$ cat src/rtl/lumi_rx_pkg.sv
// Link receiver shared definitions
package lumi_rx_pkg;

   //##################################################
   // Widths
   //##################################################
   localparam int CW     = 32;                // Command and phy word
   localparam int AW     = 32;                // Address
   localparam int DW     = 64;                // Data, two words at most
   localparam int CRDT_W = 16;                // Credit counters
   localparam int PKT_W  = CW + AW + AW + DW; // Assembled packet

   //##################################################
   // Header word fields
   //##################################################
   localparam int KIND_LSB     = 0;  // Kind, two bits
   localparam int HAS_DATA_BIT = 2;  // Packet carries data
   localparam int LEN_BIT      = 3;  // 0 = one data word, 1 = two
   localparam int LINK_SUB_LSB = 4;  // Link sub-code, four bits
   localparam int LINK_VAL_LSB = 16; // Credit value of a link command

   // Packet kind, zero is reserved on the wire
   typedef enum logic [1:0] {
      KIND_NONE = 2'd0,
      KIND_REQ  = 2'd1,
      KIND_RESP = 2'd2,
      KIND_LINK = 2'd3
   } kind_e;

   // Link sub-codes carrying remote credits
   localparam logic [3:0] SUB_CRDT_REQ  = 4'd1;
   localparam logic [3:0] SUB_CRDT_RESP = 4'd2;

   //##################################################
   // FIFO entry
   //##################################################
   // Beat lengths per packet
   //   link            1 (cmd)
   //   no data         3 (cmd, dstaddr, srcaddr)
   //   data, len=0     4
   //   data, len=1     5
   typedef struct packed {
      logic          last; // Final beat of packet
      logic [CW-1:0] data;
   } beat_t;

endpackage

$ cat src/rtl/rx_framer.sv
// Phy input framer
`timescale 1ns/1ps

module rx_framer
   import lumi_rx_pkg::*;
(
   input  logic          clk,
   input  logic          nreset,
   input  logic [CW-1:0] phy_rxdata,
   input  logic          phy_rxvld,
   output beat_t         beat,
   output logic          req_wr,
   output logic          resp_wr,
   output logic          link_wr
);

   typedef enum logic {
      HEAD,
      BODY
   } state_e;

   state_e        state;
   logic [CW-1:0] rxdata;     // Sampled phy word
   logic          rxvalid;    // Sampled phy valid
   kind_e         hdr_kind;   // Kind decoded from current word
   kind_e         kind_q;     // Kind held for body beats
   kind_e         cur_kind;
   logic [2:0]    hdr_beats;  // Packet length in beats
   logic [2:0]    remain;     // Beats still to come after this one
   logic          last;

   //##################################################
   // Input sampling
   //##################################################
   always_ff @(posedge clk)
   begin
      rxdata <= phy_rxdata; // No reset on payload
   end

   always_ff @(posedge clk or negedge nreset)
   begin
      if (!nreset)
         rxvalid <= 1'b0;
      else
         rxvalid <= phy_rxvld;
   end

   //##################################################
   // Header decode
   //##################################################
   assign hdr_kind = kind_e'(rxdata[KIND_LSB +: 2]);

   // Length rule
   always_comb
   begin
      if (hdr_kind == KIND_LINK)
         hdr_beats = 3'd1;          // Command only
      else if (!rxdata[HAS_DATA_BIT])
         hdr_beats = 3'd3;          // Cmd and two addresses
      else if (rxdata[LEN_BIT])
         hdr_beats = 3'd5;
      else
         hdr_beats = 3'd4;
   end

   // Header beat uses live decode, body beats the stored kind
   assign cur_kind = (state == HEAD) ? hdr_kind : kind_q;
   assign last     = (state == HEAD) ? (hdr_beats == 3'd1) : (remain == 3'd1);

   //##################################################
   // Framing FSM
   //##################################################
   always_ff @(posedge clk or negedge nreset)
   begin
      if (!nreset)
      begin
         state  <= HEAD;
         remain <= 3'd0;
         kind_q <= KIND_NONE;
      end
      else if (rxvalid)
      begin
         case (state)
            HEAD:
               if (hdr_beats != 3'd1)
               begin
                  state  <= BODY;
                  remain <= hdr_beats - 3'd1;
                  kind_q <= hdr_kind;
               end
            BODY:
            begin
               remain <= remain - 3'd1;
               if (remain == 3'd1)
                  state <= HEAD; // Last body beat
            end
            default: state <= HEAD;
         endcase
      end
   end

   // FIFO steering, written one edge after sampling
   assign beat.data = rxdata;
   assign beat.last = last;
   assign req_wr    = rxvalid && (cur_kind == KIND_REQ);
   assign resp_wr   = rxvalid && (cur_kind == KIND_RESP);
   assign link_wr   = rxvalid && (cur_kind == KIND_LINK);

   // Sender never emits the reserved kind
   a_no_rsvd_kind: assert property (@(posedge clk) disable iff (!nreset)
      (rxvalid && state == HEAD) |-> (hdr_kind != KIND_NONE))
      else $error("framer: header with reserved kind");

endmodule

$ cat src/rtl/rx_fifo.sv
// Synchronous FIFO
`timescale 1ns/1ps

module rx_fifo
   import lumi_rx_pkg::*;
#(
   parameter int  DEPTH  = 8,
   parameter type item_t = logic [CW-1:0]
)
(
   input  logic  clk,
   input  logic  nreset,
   input  logic  wr,
   input  item_t din,
   input  logic  rd,
   output item_t dout,
   output logic  empty,
   output logic  full
);

   localparam int PW = (DEPTH > 1) ? $clog2(DEPTH) : 1; // Pointer width
   localparam int NW = $clog2(DEPTH + 1);               // Count width

   item_t         mem [DEPTH];
   logic [PW-1:0] wr_ptr;
   logic [PW-1:0] rd_ptr;
   logic [NW-1:0] count;  // Occupancy

   // Storage, head item shown at dout
   always_ff @(posedge clk)
   begin
      if (wr)
         mem[wr_ptr] <= din;
   end

   assign dout  = mem[rd_ptr];
   assign empty = (count == '0);
   assign full  = (count == NW'(DEPTH));

   // Pointers wrap at DEPTH
   always_ff @(posedge clk or negedge nreset)
   begin
      if (!nreset)
      begin
         wr_ptr <= '0;
         rd_ptr <= '0;
         count  <= '0;
      end
      else
      begin
         if (wr)
            wr_ptr <= (wr_ptr == PW'(DEPTH - 1)) ? '0 : wr_ptr + 1'b1;
         if (rd)
            rd_ptr <= (rd_ptr == PW'(DEPTH - 1)) ? '0 : rd_ptr + 1'b1;
         case ({wr, rd})
            2'b10:   count <= count + 1'b1;
            2'b01:   count <= count - 1'b1;
            default: count <= count;      // Both or neither
         endcase
      end
   end

   // Overflow means credit loss upstream
   a_no_overflow: assert property (@(posedge clk) disable iff (!nreset) wr |-> !full)
      else $error("fifo: write while full");

   a_no_underflow: assert property (@(posedge clk) disable iff (!nreset) rd |-> !empty)
      else $error("fifo: read while empty");

endmodule

$ cat src/rtl/rx_assembler.sv
// Packet assembler and output ports
`timescale 1ns/1ps

module rx_assembler
   import lumi_rx_pkg::*;
(
   input  logic          clk,
   input  logic          nreset,
   input  beat_t         req_item,
   input  beat_t         resp_item,
   input  logic          req_empty,
   input  logic          resp_empty,
   input  logic [CW-1:0] link_item,
   input  logic          link_empty,
   input  logic          req_ready,
   input  logic          resp_ready,
   output logic          req_rd,
   output logic          resp_rd,
   output logic          link_rd,
   output logic          req_valid,
   output logic [CW-1:0] req_cmd,
   output logic [AW-1:0] req_dstaddr,
   output logic [AW-1:0] req_srcaddr,
   output logic [DW-1:0] req_data,
   output logic          resp_valid,
   output logic [CW-1:0] resp_cmd,
   output logic [AW-1:0] resp_dstaddr,
   output logic [AW-1:0] resp_srcaddr,
   output logic [DW-1:0] resp_data,
   output logic [CW-1:0] link_cmd,
   output logic          link_cmd_valid
);

   kind_e            fresh;   // Choice at a packet boundary
   kind_e            sel;     // Source in use this cycle
   kind_e            sel_q;   // Source held across a packet
   logic [2:0]       widx;    // Word index into packet register
   logic [PKT_W-1:0] pkt;
   beat_t            cur_item;
   logic             stall;
   logic             pkt_rd;

   //##################################################
   // Arbitration
   //##################################################
   // Priority link, then response, then request
   always_comb
   begin
      if (!link_empty)
         fresh = KIND_LINK;
      else if (!resp_empty)
         fresh = KIND_RESP;
      else if (!req_empty)
         fresh = KIND_REQ;
      else
         fresh = KIND_NONE;
   end

   assign sel = (widx == 3'd0) ? fresh : sel_q; // Held until last beat

   // Held packet blocks every FIFO
   assign stall = (req_valid && !req_ready) || (resp_valid && !resp_ready);

   assign link_rd = !stall && (sel == KIND_LINK) && !link_empty;
   assign resp_rd = !stall && (sel == KIND_RESP) && !resp_empty;
   assign req_rd  = !stall && (sel == KIND_REQ) && !req_empty;

   assign pkt_rd   = req_rd || resp_rd;
   assign cur_item = (sel == KIND_RESP) ? resp_item : req_item;

   // Link words go straight to credit capture
   assign link_cmd       = link_item;
   assign link_cmd_valid = link_rd;

   //##################################################
   // Packet register
   //##################################################
   always_ff @(posedge clk)
   begin
      if (pkt_rd)
      begin
         if (widx == 3'd0)
            pkt <= {{(PKT_W - CW){1'b0}}, cur_item.data}; // Clears stale data
         else
            pkt[widx * CW +: CW] <= cur_item.data;
      end
   end

   always_ff @(posedge clk or negedge nreset)
   begin
      if (!nreset)
      begin
         widx       <= 3'd0;
         sel_q      <= KIND_NONE;
         req_valid  <= 1'b0;
         resp_valid <= 1'b0;
      end
      else
      begin
         // Accepted packets leave
         if (req_valid && req_ready)
            req_valid <= 1'b0;
         if (resp_valid && resp_ready)
            resp_valid <= 1'b0;
         if (pkt_rd)
         begin
            if (widx == 3'd0)
               sel_q <= sel;
            if (cur_item.last)
            begin
               widx <= 3'd0;
               if (sel == KIND_REQ)
                  req_valid <= 1'b1;
               else
                  resp_valid <= 1'b1;
            end
            else
               widx <= widx + 3'd1;
         end
      end
   end

   // Both ports read the one packet register, valid tells them apart
   assign req_cmd      = pkt[0 +: CW];
   assign req_dstaddr  = pkt[CW +: AW];
   assign req_srcaddr  = pkt[CW + AW +: AW];
   assign req_data     = pkt[CW + 2 * AW +: DW];
   assign resp_cmd     = pkt[0 +: CW];
   assign resp_dstaddr = pkt[CW +: AW];
   assign resp_srcaddr = pkt[CW + AW +: AW];
   assign resp_data    = pkt[CW + 2 * AW +: DW];

   // Held output stays put until taken
   a_req_hold: assert property (@(posedge clk) disable iff (!nreset)
      (req_valid && !req_ready) |=>
         (req_valid && $stable({req_cmd, req_dstaddr, req_srcaddr, req_data})))
      else $error("assembler: request port changed while held");

   a_resp_hold: assert property (@(posedge clk) disable iff (!nreset)
      (resp_valid && !resp_ready) |=>
         (resp_valid && $stable({resp_cmd, resp_dstaddr, resp_srcaddr, resp_data})))
      else $error("assembler: response port changed while held");

endmodule

$ cat src/rtl/rx_credit.sv
// Local and remote credit tracking
`timescale 1ns/1ps

module rx_credit
   import lumi_rx_pkg::*;
(
   input  logic              clk,
   input  logic              nreset,
   input  logic              csr_en,
   input  logic [CRDT_W-1:0] csr_crdt_req_init,
   input  logic [CRDT_W-1:0] csr_crdt_resp_init,
   input  logic              req_rd,
   input  logic              resp_rd,
   input  logic [CW-1:0]     link_cmd,
   input  logic              link_cmd_valid,
   output logic [CRDT_W-1:0] loc_crdt_req,
   output logic [CRDT_W-1:0] loc_crdt_resp,
   output logic [CRDT_W-1:0] rmt_crdt_req,
   output logic [CRDT_W-1:0] rmt_crdt_resp
);

   logic [3:0]        link_sub;
   logic [CRDT_W-1:0] link_val;

   //##################################################
   // Local credits, returned to sender
   //##################################################
   always_ff @(posedge clk or negedge nreset)
   begin
      if (!nreset)
      begin
         loc_crdt_req  <= '0;
         loc_crdt_resp <= '0;
      end
      else if (!csr_en)
      begin
         loc_crdt_req  <= csr_crdt_req_init;  // Preload while disabled
         loc_crdt_resp <= csr_crdt_resp_init;
      end
      else
      begin
         if (req_rd)
            loc_crdt_req <= loc_crdt_req + 1'b1;   // Wraps mod 2^16
         if (resp_rd)
            loc_crdt_resp <= loc_crdt_resp + 1'b1;
      end
   end

   // Remote credits from link commands
   assign link_sub = link_cmd[LINK_SUB_LSB +: 4];
   assign link_val = link_cmd[LINK_VAL_LSB +: CRDT_W];

   always_ff @(posedge clk or negedge nreset)
   begin
      if (!nreset)
      begin
         rmt_crdt_req  <= '0;
         rmt_crdt_resp <= '0;
      end
      else if (link_cmd_valid)
      begin
         if (link_sub == SUB_CRDT_REQ)
            rmt_crdt_req <= link_val;
         if (link_sub == SUB_CRDT_RESP)
            rmt_crdt_resp <= link_val;
         // Other sub-codes ignored
      end
   end

endmodule

$ cat src/rtl/lumi_rx.sv
// Link receiver top level
`timescale 1ns/1ps

module lumi_rx
   import lumi_rx_pkg::*;
#(
   parameter int FIFO_DEPTH = 8 // Beats per credit FIFO
)
(
   input  logic              clk,
   input  logic              nreset,
   input  logic              csr_en,
   input  logic [CRDT_W-1:0] csr_crdt_req_init,
   input  logic [CRDT_W-1:0] csr_crdt_resp_init,
   input  logic [CW-1:0]     phy_rxdata,
   input  logic              phy_rxvld,
   // Request port
   output logic              req_valid,
   output logic [CW-1:0]     req_cmd,
   output logic [AW-1:0]     req_dstaddr,
   output logic [AW-1:0]     req_srcaddr,
   output logic [DW-1:0]     req_data,
   input  logic              req_ready,
   // Response port
   output logic              resp_valid,
   output logic [CW-1:0]     resp_cmd,
   output logic [AW-1:0]     resp_dstaddr,
   output logic [AW-1:0]     resp_srcaddr,
   output logic [DW-1:0]     resp_data,
   input  logic              resp_ready,
   // Credits
   output logic [CRDT_W-1:0] loc_crdt_req,
   output logic [CRDT_W-1:0] loc_crdt_resp,
   output logic [CRDT_W-1:0] rmt_crdt_req,
   output logic [CRDT_W-1:0] rmt_crdt_resp
);

   beat_t         beat;
   logic          req_wr;
   logic          resp_wr;
   logic          link_wr;
   beat_t         req_item;
   beat_t         resp_item;
   logic [CW-1:0] link_item;
   logic          req_empty;
   logic          resp_empty;
   logic          link_empty;
   logic          req_rd;
   logic          resp_rd;
   logic          link_rd;
   logic [CW-1:0] link_cmd;
   logic          link_cmd_valid;

   rx_framer framer (.clk, .nreset, .phy_rxdata, .phy_rxvld,
                     .beat, .req_wr, .resp_wr, .link_wr);

   // Credit controlled FIFOs
   rx_fifo #(.DEPTH(FIFO_DEPTH), .item_t(beat_t)) req_fifo (
      .clk, .nreset, .wr(req_wr), .din(beat), .rd(req_rd),
      .dout(req_item), .empty(req_empty), .full());

   rx_fifo #(.DEPTH(FIFO_DEPTH), .item_t(beat_t)) resp_fifo (
      .clk, .nreset, .wr(resp_wr), .din(beat), .rd(resp_rd),
      .dout(resp_item), .empty(resp_empty), .full());

   // Link commands, rate limited by sender
   rx_fifo #(.DEPTH(2), .item_t(logic [CW-1:0])) link_fifo (
      .clk, .nreset, .wr(link_wr), .din(beat.data), .rd(link_rd),
      .dout(link_item), .empty(link_empty), .full());

   rx_assembler assembler (
      .clk, .nreset, .req_item, .resp_item, .req_empty, .resp_empty,
      .link_item, .link_empty, .req_ready, .resp_ready,
      .req_rd, .resp_rd, .link_rd,
      .req_valid, .req_cmd, .req_dstaddr, .req_srcaddr, .req_data,
      .resp_valid, .resp_cmd, .resp_dstaddr, .resp_srcaddr, .resp_data,
      .link_cmd, .link_cmd_valid);

   rx_credit credit (
      .clk, .nreset, .csr_en, .csr_crdt_req_init, .csr_crdt_resp_init,
      .req_rd, .resp_rd, .link_cmd, .link_cmd_valid,
      .loc_crdt_req, .loc_crdt_resp, .rmt_crdt_req, .rmt_crdt_resp);

endmodule

$ cat config.mk
export PLATFORM = sky130hd
export DESIGN_NAME = lumi_rx
export DESIGN_NICKNAME = d
export VERILOG_FILES = /design/src/rtl/lumi_rx_pkg.sv /design/src/rtl/rx_framer.sv /design/src/rtl/rx_fifo.sv /design/src/rtl/rx_assembler.sv /design/src/rtl/rx_credit.sv /design/src/rtl/lumi_rx.sv
export SDC_FILE = /design/constraint.sdc
export NUM_CORES = 1
export LEC_CHECK = 0
export ABC_CLOCK_PERIOD_IN_PS = 10590
export BUFFER_PORTS_ARGS = -buffer_cell sky130_fd_sc_hd__buf_2
export CAP_MARGIN = 20
export CELL_PAD_IN_SITES_DETAIL_PLACEMENT = 1
export CELL_PAD_IN_SITES_GLOBAL_PLACEMENT = 2
export CORE_UTILIZATION = 46
export DETAILED_ROUTE_END_ITERATION = 7
export PLACE_DENSITY_LB_ADDON = 0.08
export RECOVER_POWER = 25
export SLEW_MARGIN = 0
export SYNTH_ARGS = -nofsm -noshare
export SYNTH_HDL_FRONTEND = slang
export SYNTH_SLANG_ARGS = --single-unit
$ cat constraint.sdc
create_clock -name clk -period 10.59 [get_ports clk]
set_input_delay 2.118 -clock clk [delete_from_list [all_inputs] [get_ports clk]]
set_output_delay 2.118 -clock clk [all_outputs]
set_load 0.05 [all_outputs]
==> metrics.csv, run 1 <==
stage,metric,value,unit
global_routing,initial antenna violation count,5,
route,first-pass detailed-route iteration total,5,
yosys,syn avg cell area,16.7,um2
route,Final ANT Viol Nets,0,
yosys,warnings from Yosys,0,
floorplan,core area,76100,um2
flow_run,MaxCap Viol Count,0,
route,vias per inst,5.76,
worst_setup_path,Worst setup EP type,register,
clocking,number of buffers created by CTS,91,
worst_setup_path,slowest cell on the critical path,buf_4,
sta,worst slew pin tran,1130,ps
clocking,postcts setup bufs,0,
worst_setup_path,CP Cell Sequence,"buf_2, nor2b_1, nor3_2, a31o_4, buf_4, buf_4, nand3_1, o21a_1",
route,average wire per standard cell,26.9,um
yosys,async set or reset register ratio after synthesis,0.118,
worst_setup_path,critical path's largest stage delay,880,ps
clocking,CTS Hold Bufs,0,
sta,min cycle time layout,4940,ps
route,DRC viols,0,
clocking,CTS tree,done,
yosys,Synth top area share,0.617,
global_routing,global router's overall resource usage,0.244,
yosys,synthesized flop and latch total,862,
sta,Final Max Tran Viols,0,
sta,setup TNS,0,ps
global_routing,vias in the first global route,21500,
yosys,cell taking the most area after synthesis,edfxtp_1,
yosys,Post-Syn Nets,2215,
status,status,"finished, final reports clean",
cells_and_area,Layout area overhead,15.7,%
sta,RSZ-0062 raised after global routing,false,
route,vias post-DR,20400,
yosys,Synth area leaders,"edfxtp_1 62%, mux4_2 8.4%, dfrtp_1 7.2%, buf_4 3.5%, o221ai_1 3.2%",
worst_setup_path,crit path max fanout,69,
worst_setup_path,Startpoint Class,input pin,
clocking,CTS Buffer Depth,3,
global_routing,largest net degree at the start of global routing,70,
yosys,"count leader, synth",edfxtp_1,
worst_setup_path,CP required,11120,ps
floorplan,DIE AREA,78200,um2
sta,final hold vios,0,
yosys,post-synth cell types,64,
clocking,clock latency on the worst-skew pair,650,ps
cells_and_area,diode count,0,
cells_and_area,layout cells sized above 1,0.349,
route,Detailed Route WL,95300,um
worst_setup_path,critical path type,in2reg,
floorplan,Die W,280,um
place,Final HPWL DP,59800,um
floorplan,initial core utilization,0.466,
sta,final setup fails,0,
sta,Slew HR,0.247,
clocking,root buffer cell,clkbuf_16,
floorplan,IO Count,456,
place,IO Port Bufs,455,
sta,FMAX,203,MHz
cells_and_area,FILL cells,7211,
yosys,Synth top cells by count,"728 x edfxtp_1, 233 x nand2_1, 164 x buf_4",
clocking,cts repair resizes,0,
clocking,"Reg clk slew, reported paths",60,ps
worst_hold_path,Worst Hold Class,reg2reg,
yosys,register area share after synthesis,0.707,
place,GPL Wtd Cong,0.774,
clocking,htree depth,3,
route,Detailed Route Iter0 Violations,1802,
floorplan,Site Rows,101,
global_routing,global-route wire length before repair,141000,um
floorplan,die height,280,um
sta,skew final,20.2,ps
yosys,synthesized cell area,35500,um2
yosys,"EDFF count, synth",728,
clocking,clock sinks,862,
yosys,top_reg_cell synth,edfxtp_1,
yosys,cell count after synthesis,2118,
global_routing,global route overflow,0,
worst_setup_path,crit path DAT,5470,ps
sta,Final period util,0.466,
worst_setup_path,most used cell along the critical path,buf_4,
cells_and_area,NumNets Final,2538,
==> metal layers <==
layer / vias up / wire length [um] / track usage
met5: - / 53 / 0
met4: 8 / 1430 / 0.0576
met3: 104 / 5290 / 0.0379
met2: 719 / 46700 / 0.403
met1: 10800 / 41900 / 0.342
li1: 8799 / - / -
==> registers in the layout, indices dropped and copies added, names as in the netlist, 2 cells and up <==
name and count:
credit.rmt_crdt_resp 16, assembler.pkt 160, req_fifo.rd_ptr 3, credit.rmt_crdt_req 16, assembler.sel_q 2, resp_fifo.count 4, resp_fifo.mem 264, credit.loc_crdt_resp 16
link_fifo.mem 40, framer.kind_q 2, link_fifo.count 2, credit.loc_crdt_req 16, req_fifo.mem 264, framer.rxdata 32, req_fifo.count 4, framer.remain 3
req_fifo.wr_ptr 3, resp_fifo.rd_ptr 3, assembler.widx 3, resp_fifo.wr_ptr 3
==> worst max-delay path: cells and delay by family <==
kind,cells,cell delay (ps)
buffers and inverters,3,1650
and+or+nand+nor,3,1140
AOI/OAI and AO/OA,2,510
==> cell type report <==
cell class	instances	area (um2)	share of cell area
Tap cell	1030	1290	0.0314
Sequential cell	862	25100	0.611
Multi-Input combinational cell	971	8850	0.216
Timing Repair Buffer	497	2640	0.0644
Inverter	18	67.6	0.00165
Clock buffer	110	2440	0.0595
Clock inverter	62	674	0.0164
==> cells by family after synthesis <==
| family | count (synthesis) | share of synthesized area |
|---|---|---|
| flip-flops | 862 | 0.707 |
| AND/OR/NAND/NOR | 429 | 0.0566 |
| buffers and inverters | 285 | 0.0487 |
| multiplexers | 257 | 0.121 |
| AO/OA/AOI/OAI | 218 | 0.0475 |
| XOR/XNOR | 40 | 0.00988 |
| adder cells (fa/ha/maj) | 27 | 0.00953 |
==> placed cells by master (no fill, tap or decap), types with 17 or more instances in the layout <==
cell type	count
edfxtp_1	728
buf_2	454
nand2_1	233
mux4_2	132
o221ai_1	128
dfrtp_1	96
clkbuf_16	92
mux2i_1	69
mux2_2	56
nor2_1	44
and3_1	39
buf_4	39
a21oi_1	34
dfxtp_1	32
xor2_1	26
ha_1	26
clkinv_2	21
nand4_1	20
o21ai_0	20
inv_1	17
==> final timing paths <==
| path | startpoint | end | slack [ps] | cells past startpoint |
|---|---|---|---|---|
| min | req_fifo.count[3]$_DFFE_PN0P_ | req_fifo.count[3]$_DFFE_PN0P_ | 490 | 1 |
| max reg2reg | assembler.widx[0]$_DFFE_PN0N_ | assembler.sel_q[0]$_DFFE_PN0P_ | 5820 | 10 |
| min in group asynchronous | nreset | credit.loc_crdt_req[12]$_DFFE_PN0P_ | 1430 | 1 |
| max | req_ready | assembler.sel_q[0]$_DFFE_PN0P_ | 5650 | 8 |
| max in group asynchronous | nreset | req_fifo.rd_ptr[0]$_DFFE_PN0P_ | 7710 | 2 |
| min reg2reg | req_fifo.count[3]$_DFFE_PN0P_ | req_fifo.count[3]$_DFFE_PN0P_ | 490 | 1 |
==> metrics by stage <==
stage          hold WS [ps]  instance area [um2]  utilization  setup WS, ps  cells
2_1_floorplan           434                35500            -          5420   2118
4_1_cts                 494                41000        0.539          5620   3549
3_5_place_dp            475                37900        0.498          4950   3377
5_1_grt                 514                41000        0.539          5410   3550
3_3_place_gp            457                37800        0.497          5110   3374
6_report                492                41000        0.539          5650   3550
Power of run 1 is not shown: default switching activity piles up to over one toggle a cycle in this logic, so the estimate is an artifact.
==> run 2: changes to the inputs <==
--- a/config.mk
+++ b/config.mk
@@ -5,12 +5,12 @@
 export SDC_FILE = /design/constraint.sdc
 export NUM_CORES = 1
 export LEC_CHECK = 0
-export ABC_CLOCK_PERIOD_IN_PS = 10590
+export ABC_CLOCK_PERIOD_IN_PS = 4000
 export BUFFER_PORTS_ARGS = -buffer_cell sky130_fd_sc_hd__buf_2
 export CAP_MARGIN = 20
 export CELL_PAD_IN_SITES_DETAIL_PLACEMENT = 1
 export CELL_PAD_IN_SITES_GLOBAL_PLACEMENT = 2
-export CORE_UTILIZATION = 46
+export CORE_UTILIZATION = 38
 export DETAILED_ROUTE_END_ITERATION = 7
 export PLACE_DENSITY_LB_ADDON = 0.08
 export RECOVER_POWER = 25
==> constraint.sdc (replaced) <==
create_clock -name clk -period 4 [get_ports clk]
set_input_delay 0.8 -clock clk [delete_from_list [all_inputs] [get_ports clk]]
set_output_delay 0.8 -clock clk [all_outputs]
set_load 0.05 [all_outputs]
==> run 2 against run 1 <==
Net effect:
- the flow now finishes with violations (max-capacitance violations, max-slew violations)
- utilization shrank 8.3 points
- critical path depth unchanged
- clock-buffer cell count rose by 22
- sequential cell count is the same
- register-to-register slack lost 5300 ps
- cell area grew 2.4%
- setup slack lost 5200 ps
- routed wire length increased by 3.2%
- critical path type is now reg2reg
- critical endpoint is now assembler.pkt[91]$_SDFFCE_PP0N_
- largest cell class unchanged
==> metrics.csv, run 2 (same netlist as run 1, synthesis figures left out) <==
stage,metric,value,unit,change
route,vias per inst,5.35,,-7.1%
global_routing,global router's overall resource usage,0.208,,-0.0366
clocking,clock latency on the worst-skew pair,650,ps,about the same
clocking,clock sinks,862,,unchanged
flow_run,MaxCap Viol Count,1,,+1
place,IO Port Bufs,455,,unchanged
floorplan,initial core utilization,0.385,,-0.0810
global_routing,initial antenna violation count,8,,+3
worst_hold_path,Worst Hold Class,in2reg,,
global_routing,global route overflow,0,,unchanged
clocking,CTS Hold Bufs,0,,unchanged
cells_and_area,Regs by FF count,"req_fifo.mem x264, resp_fifo.mem x264, assembler.pkt x160",,
floorplan,Site Rows,111,,+9.9%
sta,min cycle time layout,3500,ps,
cells_and_area,Layout area overhead,18.5,%,
status,status,"finished, violations left",,
floorplan,IO Count,456,,unchanged
sta,Slew HR,-0.153,,-0.400
place,pre-CTS setup slack,560,ps,-4390 ps
clocking,"Reg clk slew, reported paths",60,ps,about the same
route,vias post-DR,20500,,+0.15%
cells_and_area,"commonest non-fill, non-tap cells in the layout","728 x edfxtp_1, 450 x buf_2, 233 x nand2_1, 132 x mux4_2, 128 x o221ai_1",,
status,failing checks,"max-capacitance violations, max-slew violations",,
sta,final hold vios,0,,unchanged
global_routing,vias in the first global route,21600,,+0.63%
cells_and_area,NumNets Final,2597,,+2.3%
worst_setup_path,crit path DAT,3770,ps,-1700 ps
clocking,CTS Buffer Depth,3,,unchanged
worst_setup_path,Startpoint Class,register,,
sta,Final WS setup,503,ps,-5150 ps
worst_setup_path,critical path type,reg2reg,,
route,DRC viols,0,,unchanged
sta,skew final,23.7,ps,+3.49 ps
global_routing,largest net degree at the start of global routing,76,,+8.6%
cells_and_area,FILL cells,9016,,+25%
sta,worst slew pin tran,1730,ps,+601 ps
worst_setup_path,Worst setup EP type,register,,
floorplan,core area,92100,um2,+21%
worst_setup_path,CP required,4280,ps,-6840 ps
worst_setup_path,slowest cell on the critical path,buf_4,,
sta,FMAX,286,MHz,
floorplan,die height,307,um,+10%
floorplan,Die W,307,um,+10%
route,first-pass detailed-route iteration total,5,,unchanged
clocking,postcts setup bufs,0,,unchanged
clocking,number of buffers created by CTS,94,,+3.3%
sta,RSZ-0062 raised after global routing,false,,
clocking,root buffer cell,clkbuf_16,,
sta,final setup fails,0,,unchanged
route,Detailed Route WL,98400,um,+3.2%
clocking,CTS tree,done,,
cells_and_area,"commonest non-fill, non-tap cell in the layout",edfxtp_1,,
worst_setup_path,crit path max fanout,53,,-23%
clocking,cts repair resizes,0,,unchanged
route,average wire per standard cell,25.7,um,-4.2%
route,Final ANT Viol Nets,0,,unchanged
floorplan,DIE AREA,94500,um2,+21%
sta,Final period util,0.874,,
global_routing,global-route wire length before repair,145000,um,+2.5%
worst_setup_path,CP Cell Sequence,"inv_1, ha_1, ha_2, or3b_1, o22ai_4, buf_4, a31o_4, buf_4",,
route,Detailed Route Iter0 Violations,1159,,-36%
place,Final HPWL DP,63300,um,+5.9%
sta,setup TNS,0,ps,unchanged
cells_and_area,layout cells sized above 1,0.362,,+0.0127
worst_setup_path,most used cell along the critical path,buf_4,,
worst_setup_path,Bufs and invs on worst path,3,,unchanged
worst_setup_path,"delay-heaviest family, CP",buffers and inverters,,
sta,Final Max Tran Viols,61,,+61
place,GPL Wtd Cong,0.773,,-0.21%
worst_setup_path,critical path's largest stage delay,630,ps,-250 ps
clocking,htree depth,3,,unchanged
## run 2: through the flow
| stage | hold WS, ps | cells | util | area (um2) |
|---|---|---|---|---|
| 2_1_floorplan | 434 | 2118 | - | 35500 |
| 3_3_place_gp | 451 | 3646 | 0.420 | 38700 |
| 3_5_place_dp | 453 | 3646 | 0.420 | 38700 |
| 4_1_cts | 194 | 3823 | 0.456 | 42000 |
| 5_1_grt | 218 | 3824 | 0.456 | 42000 |
| 6_report | 249 | 3825 | 0.456 | 42000 |
## run 2: final cells by class
cell class                      count  area (um2)  share of cell area
Sequential cell                   862       25100               0.596
Inverter                           18        67.6             0.00161
Clock buffer                      132        2770              0.0660
Antenna cell                        1        2.50           0.0000595
Multi-Input combinational cell    971        8860               0.211
Clock inverter                     45         546              0.0130
Tap cell                         1243        1560              0.0370
Timing Repair Buffer              553        3160              0.0751
## run 2: routing by layer
| metal | share of wire | GRT usage |
|---|---|---|
| met1 | 0.45 | 0.291 |
| met2 | 0.48 | 0.338 |
| met3 | 0.059 | 0.0359 |
| met4 | 0.015 | 0.0481 |
| met5 | 0.00068 | 0 |
## run 2: path summary, 6_finish.rpt
check | startpoint | end | slack, ps | cells past startpoint
min in group asynchronous | nreset | credit.rmt_crdt_req[10]$_DFFE_PN0P_ | 600 | 1
setup / recovery | assembler.widx[0]$_DFFE_PN0N_ | assembler.pkt[91]$_SDFFCE_PP0N_ | 500 | 8
setup reg to reg | assembler.widx[0]$_DFFE_PN0N_ | assembler.pkt[91]$_SDFFCE_PP0N_ | 500 | 8
hold / removal | phy_rxdata[16] | framer.rxdata[16]$_DFF_P_ | 250 | 1
hold reg to reg | req_fifo.count[3]$_DFFE_PN0P_ | req_fifo.count[3]$_DFFE_PN0P_ | 460 | 1
max in group asynchronous | nreset | resp_fifo.rd_ptr[0]$_DFFE_PN0P_ | 2120 | 1
Power of run 2 is left out for the same reason.
==> run 3: changes to the inputs <==
--- a/config.mk
+++ b/config.mk
@@ -12,6 +12,7 @@
 export CELL_PAD_IN_SITES_GLOBAL_PLACEMENT = 2
 export CORE_UTILIZATION = 38
 export DETAILED_ROUTE_END_ITERATION = 7
+export GPL_TIMING_DRIVEN = 0
 export PLACE_DENSITY_LB_ADDON = 0.08
 export RECOVER_POWER = 25
 export SLEW_MARGIN = 0
==> run 3 against run 2 <==
Net effect:
- register-to-register slack got worse by 310 ps
- the run now ends clean
- critical endpoint is now req_fifo.count[2]$_DFFE_PN0P_
- maximum frequency fell by 8.2%
- utilization rose by 1.0 points
- sequential cell count did not move
- cell area rose by 2.2%
- final cell count rose by 5.2%
==> metrics.csv, run 3 (same netlist as run 1, synthesis figures left out) <==
stage,metric,value,unit,change
cells_and_area,layout cells sized above 1,0.372,,+0.00984
sta,Slew HR,0.0275,,+0.181
sta,Final period util,0.952,,+0.0779
global_routing,global-route wire length before repair,149000,um,+2.7%
floorplan,Die W,307,um,unchanged
worst_setup_path,CP required,4530,ps,+250 ps
clocking,root buffer cell,clkbuf_16,,
clocking,CTS Buffer Depth,3,,unchanged
route,first-pass detailed-route iteration total,5,,unchanged
clocking,CTS tree,done,,
worst_setup_path,slowest cell on the critical path,or3b_1,,
cells_and_area,Util after Layout,0.467,,+0.0102
global_routing,largest net degree at the start of global routing,80,,+5.3%
place,IO Port Bufs,454,,-0.22%
global_routing,initial antenna violation count,4,,-4
route,Detailed Route WL,101000,um,+2.8%
global_routing,vias in the first global route,22100,,+2.5%
cells_and_area,Regs by FF count,"req_fifo.mem x264, resp_fifo.mem x264, assembler.pkt x160",,
sta,skew final,29.3,ps,+5.62 ps
floorplan,Site Rows,111,,unchanged
place,Final HPWL DP,73200,um,+16%
route,DRC viols,0,,unchanged
worst_setup_path,CP Cell Sequence,"clkbuf_1, inv_2, ha_1, ha_4, buf_6, or3b_1, o22ai_4, buf_6, nand3_4, inv_1, ha_2, xor2_1, ha_1, a21oi_1, xor2_1, nor2_1, xor2_1",,
sta,RSZ-0062 raised after global routing,false,,
route,Detailed Route Iter0 Violations,1421,,+23%
sta,Final WS setup,191,ps,-312 ps
place,pre-CTS setup slack,-741,ps,-1300 ps
floorplan,IO Count,456,,unchanged
worst_setup_path,critical path type,reg2reg,,
clocking,"Reg clk slew, reported paths",60,ps,about the same
floorplan,core area,92100,um2,unchanged
worst_setup_path,Worst setup EP type,register,,
worst_setup_path,crit path DAT,4340,ps,+570 ps
floorplan,initial core utilization,0.385,,unchanged
worst_hold_path,Worst Hold Class,in2reg,,
route,vias post-DR,21000,,+2.8%
place,GPL Wtd Cong,0.796,,+3.0%
route,vias per inst,5.23,,-2.3%
sta,final setup fails,0,,unchanged
floorplan,DIE AREA,94500,um2,unchanged
clocking,clock latency on the worst-skew pair,660,ps,about the same
sta,FMAX,263,MHz,-8.2%
cells_and_area,"commonest non-fill, non-tap cells in the layout","728 x edfxtp_1, 466 x buf_2, 233 x nand2_1, 167 x buf_4, 132 x mux4_2",,
cells_and_area,NumNets Final,2799,,+7.8%
worst_setup_path,crit path max fanout,12,,-77%
route,Final ANT Viol Nets,0,,unchanged
worst_setup_path,Startpoint Class,register,,
sta,Final Max Tran Viols,0,,-100%
worst_setup_path,most used cell along the critical path,xor2_1,,
sta,final hold vios,0,,unchanged
floorplan,die height,307,um,unchanged
worst_setup_path,critical path's largest stage delay,450,ps,-180 ps
route,average wire per standard cell,25.2,um,-2.3%
clocking,clock sinks,862,,unchanged
worst_setup_path,"delay-heaviest family, CP",buffers and inverters,,
clocking,number of buffers created by CTS,93,,-1.1%
sta,worst slew pin tran,1460,ps,-271 ps
global_routing,global router's overall resource usage,0.214,,+0.00582
cells_and_area,"commonest non-fill, non-tap cell in the layout",edfxtp_1,,
global_routing,global route overflow,0,,unchanged
cells_and_area,Layout area overhead,21.2,%,
cells_and_area,FILL cells,9064,,+0.53%
flow_run,MaxCap Viol Count,0,,-1
worst_setup_path,Bufs and invs on worst path,5,,+2
clocking,htree depth,3,,unchanged
sta,min cycle time layout,3810,ps,+312 ps
status,status,"finished, final reports clean",,
run 3: final cells by class:
cell class              count  area [um2]  area share
flip-flops and latches    862       25100       0.583
multi-input cells         972        8840       0.206
repair buffers            488        2800      0.0651
clock buffers             130        2620      0.0609
plain buffers             267        1670      0.0389
well taps                1243        1560      0.0362
clock inverters            42         362     0.00842
inverters                  18        67.6     0.00157
diodes                      2        5.00    0.000116
run 3: repair_timing:
| action | in CTS | in global routing |
|---|---|---|
| gates cloned | 1 | 0 |
| gates resized for setup | 7 | 3 |
| endpoints found under the hold margin | 23 | 0 |
| pin swaps | 1 | 1 |
| hold buffers | 1 | 0 |
| setup endpoints to repair | 137 | 97 |
| setup buffers | 1 | 0 |
run 3: stage by stage:
step	instance area, um2	hold WS (ps)	setup TNS (ps)	std cells
4_1_cts	43000	201	0	4022
5_1_grt	43000	219	0	4022
3_3_place_gp	39300	451	-909900	3815
2_1_floorplan	35500	434	0	2118
6_report	43000	246	0	4024
3_5_place_dp	39900	456	-21170	3847
run 3: path summary, 6_finish.rpt:
check                                              startpoint                             endpoint  slack [ps]  cells past startpoint
min in group asynchronous                              nreset  credit.rmt_crdt_req[10]$_DFFE_PN0P_        1040                      2
max in group asynchronous                              nreset       req_fifo.wr_ptr[1]$_DFFE_PN0P_        1840                      3
worst min-delay path                           phy_rxdata[19]            framer.rxdata[19]$_DFF_P_         250                      1
worst max register to register  assembler.widx[0]$_DFFE_PN0N_        req_fifo.count[2]$_DFFE_PN0P_         190                     17
worst max-delay path            assembler.widx[0]$_DFFE_PN0N_        req_fifo.count[2]$_DFFE_PN0P_         190                     17
worst min register to register  req_fifo.count[3]$_DFFE_PN0P_        req_fifo.count[3]$_DFFE_PN0P_         460                      1
run 3: worst reg2reg max path: cells and delay by family (launching register included):
| family | cells | cell delay [ps] |
|---|---|---|
| buffers and inverters | 5 | 910 |
| and+or+nand+nor | 3 | 630 |
| DFF | 1 | 430 |
| AOI/OAI and AO/OA | 2 | 410 |
| xor gates and xnor gates | 3 | 450 |
| adders and majority gates | 4 | 860 |
run 3: per-layer routing:
| metal | share of wire | vias up | global-route usage |
|---|---|---|---|
| li1 | - | 9339 | - |
| met1 | 0.42 | 10900 | 0.277 |
| met2 | 0.50 | 675 | 0.367 |
| met3 | 0.064 | 124 | 0.0447 |
| met4 | 0.016 | 8 | 0.0489 |
| met5 | 0.00049 | - | 0 |
Power of run 3 is left out for the same reason.
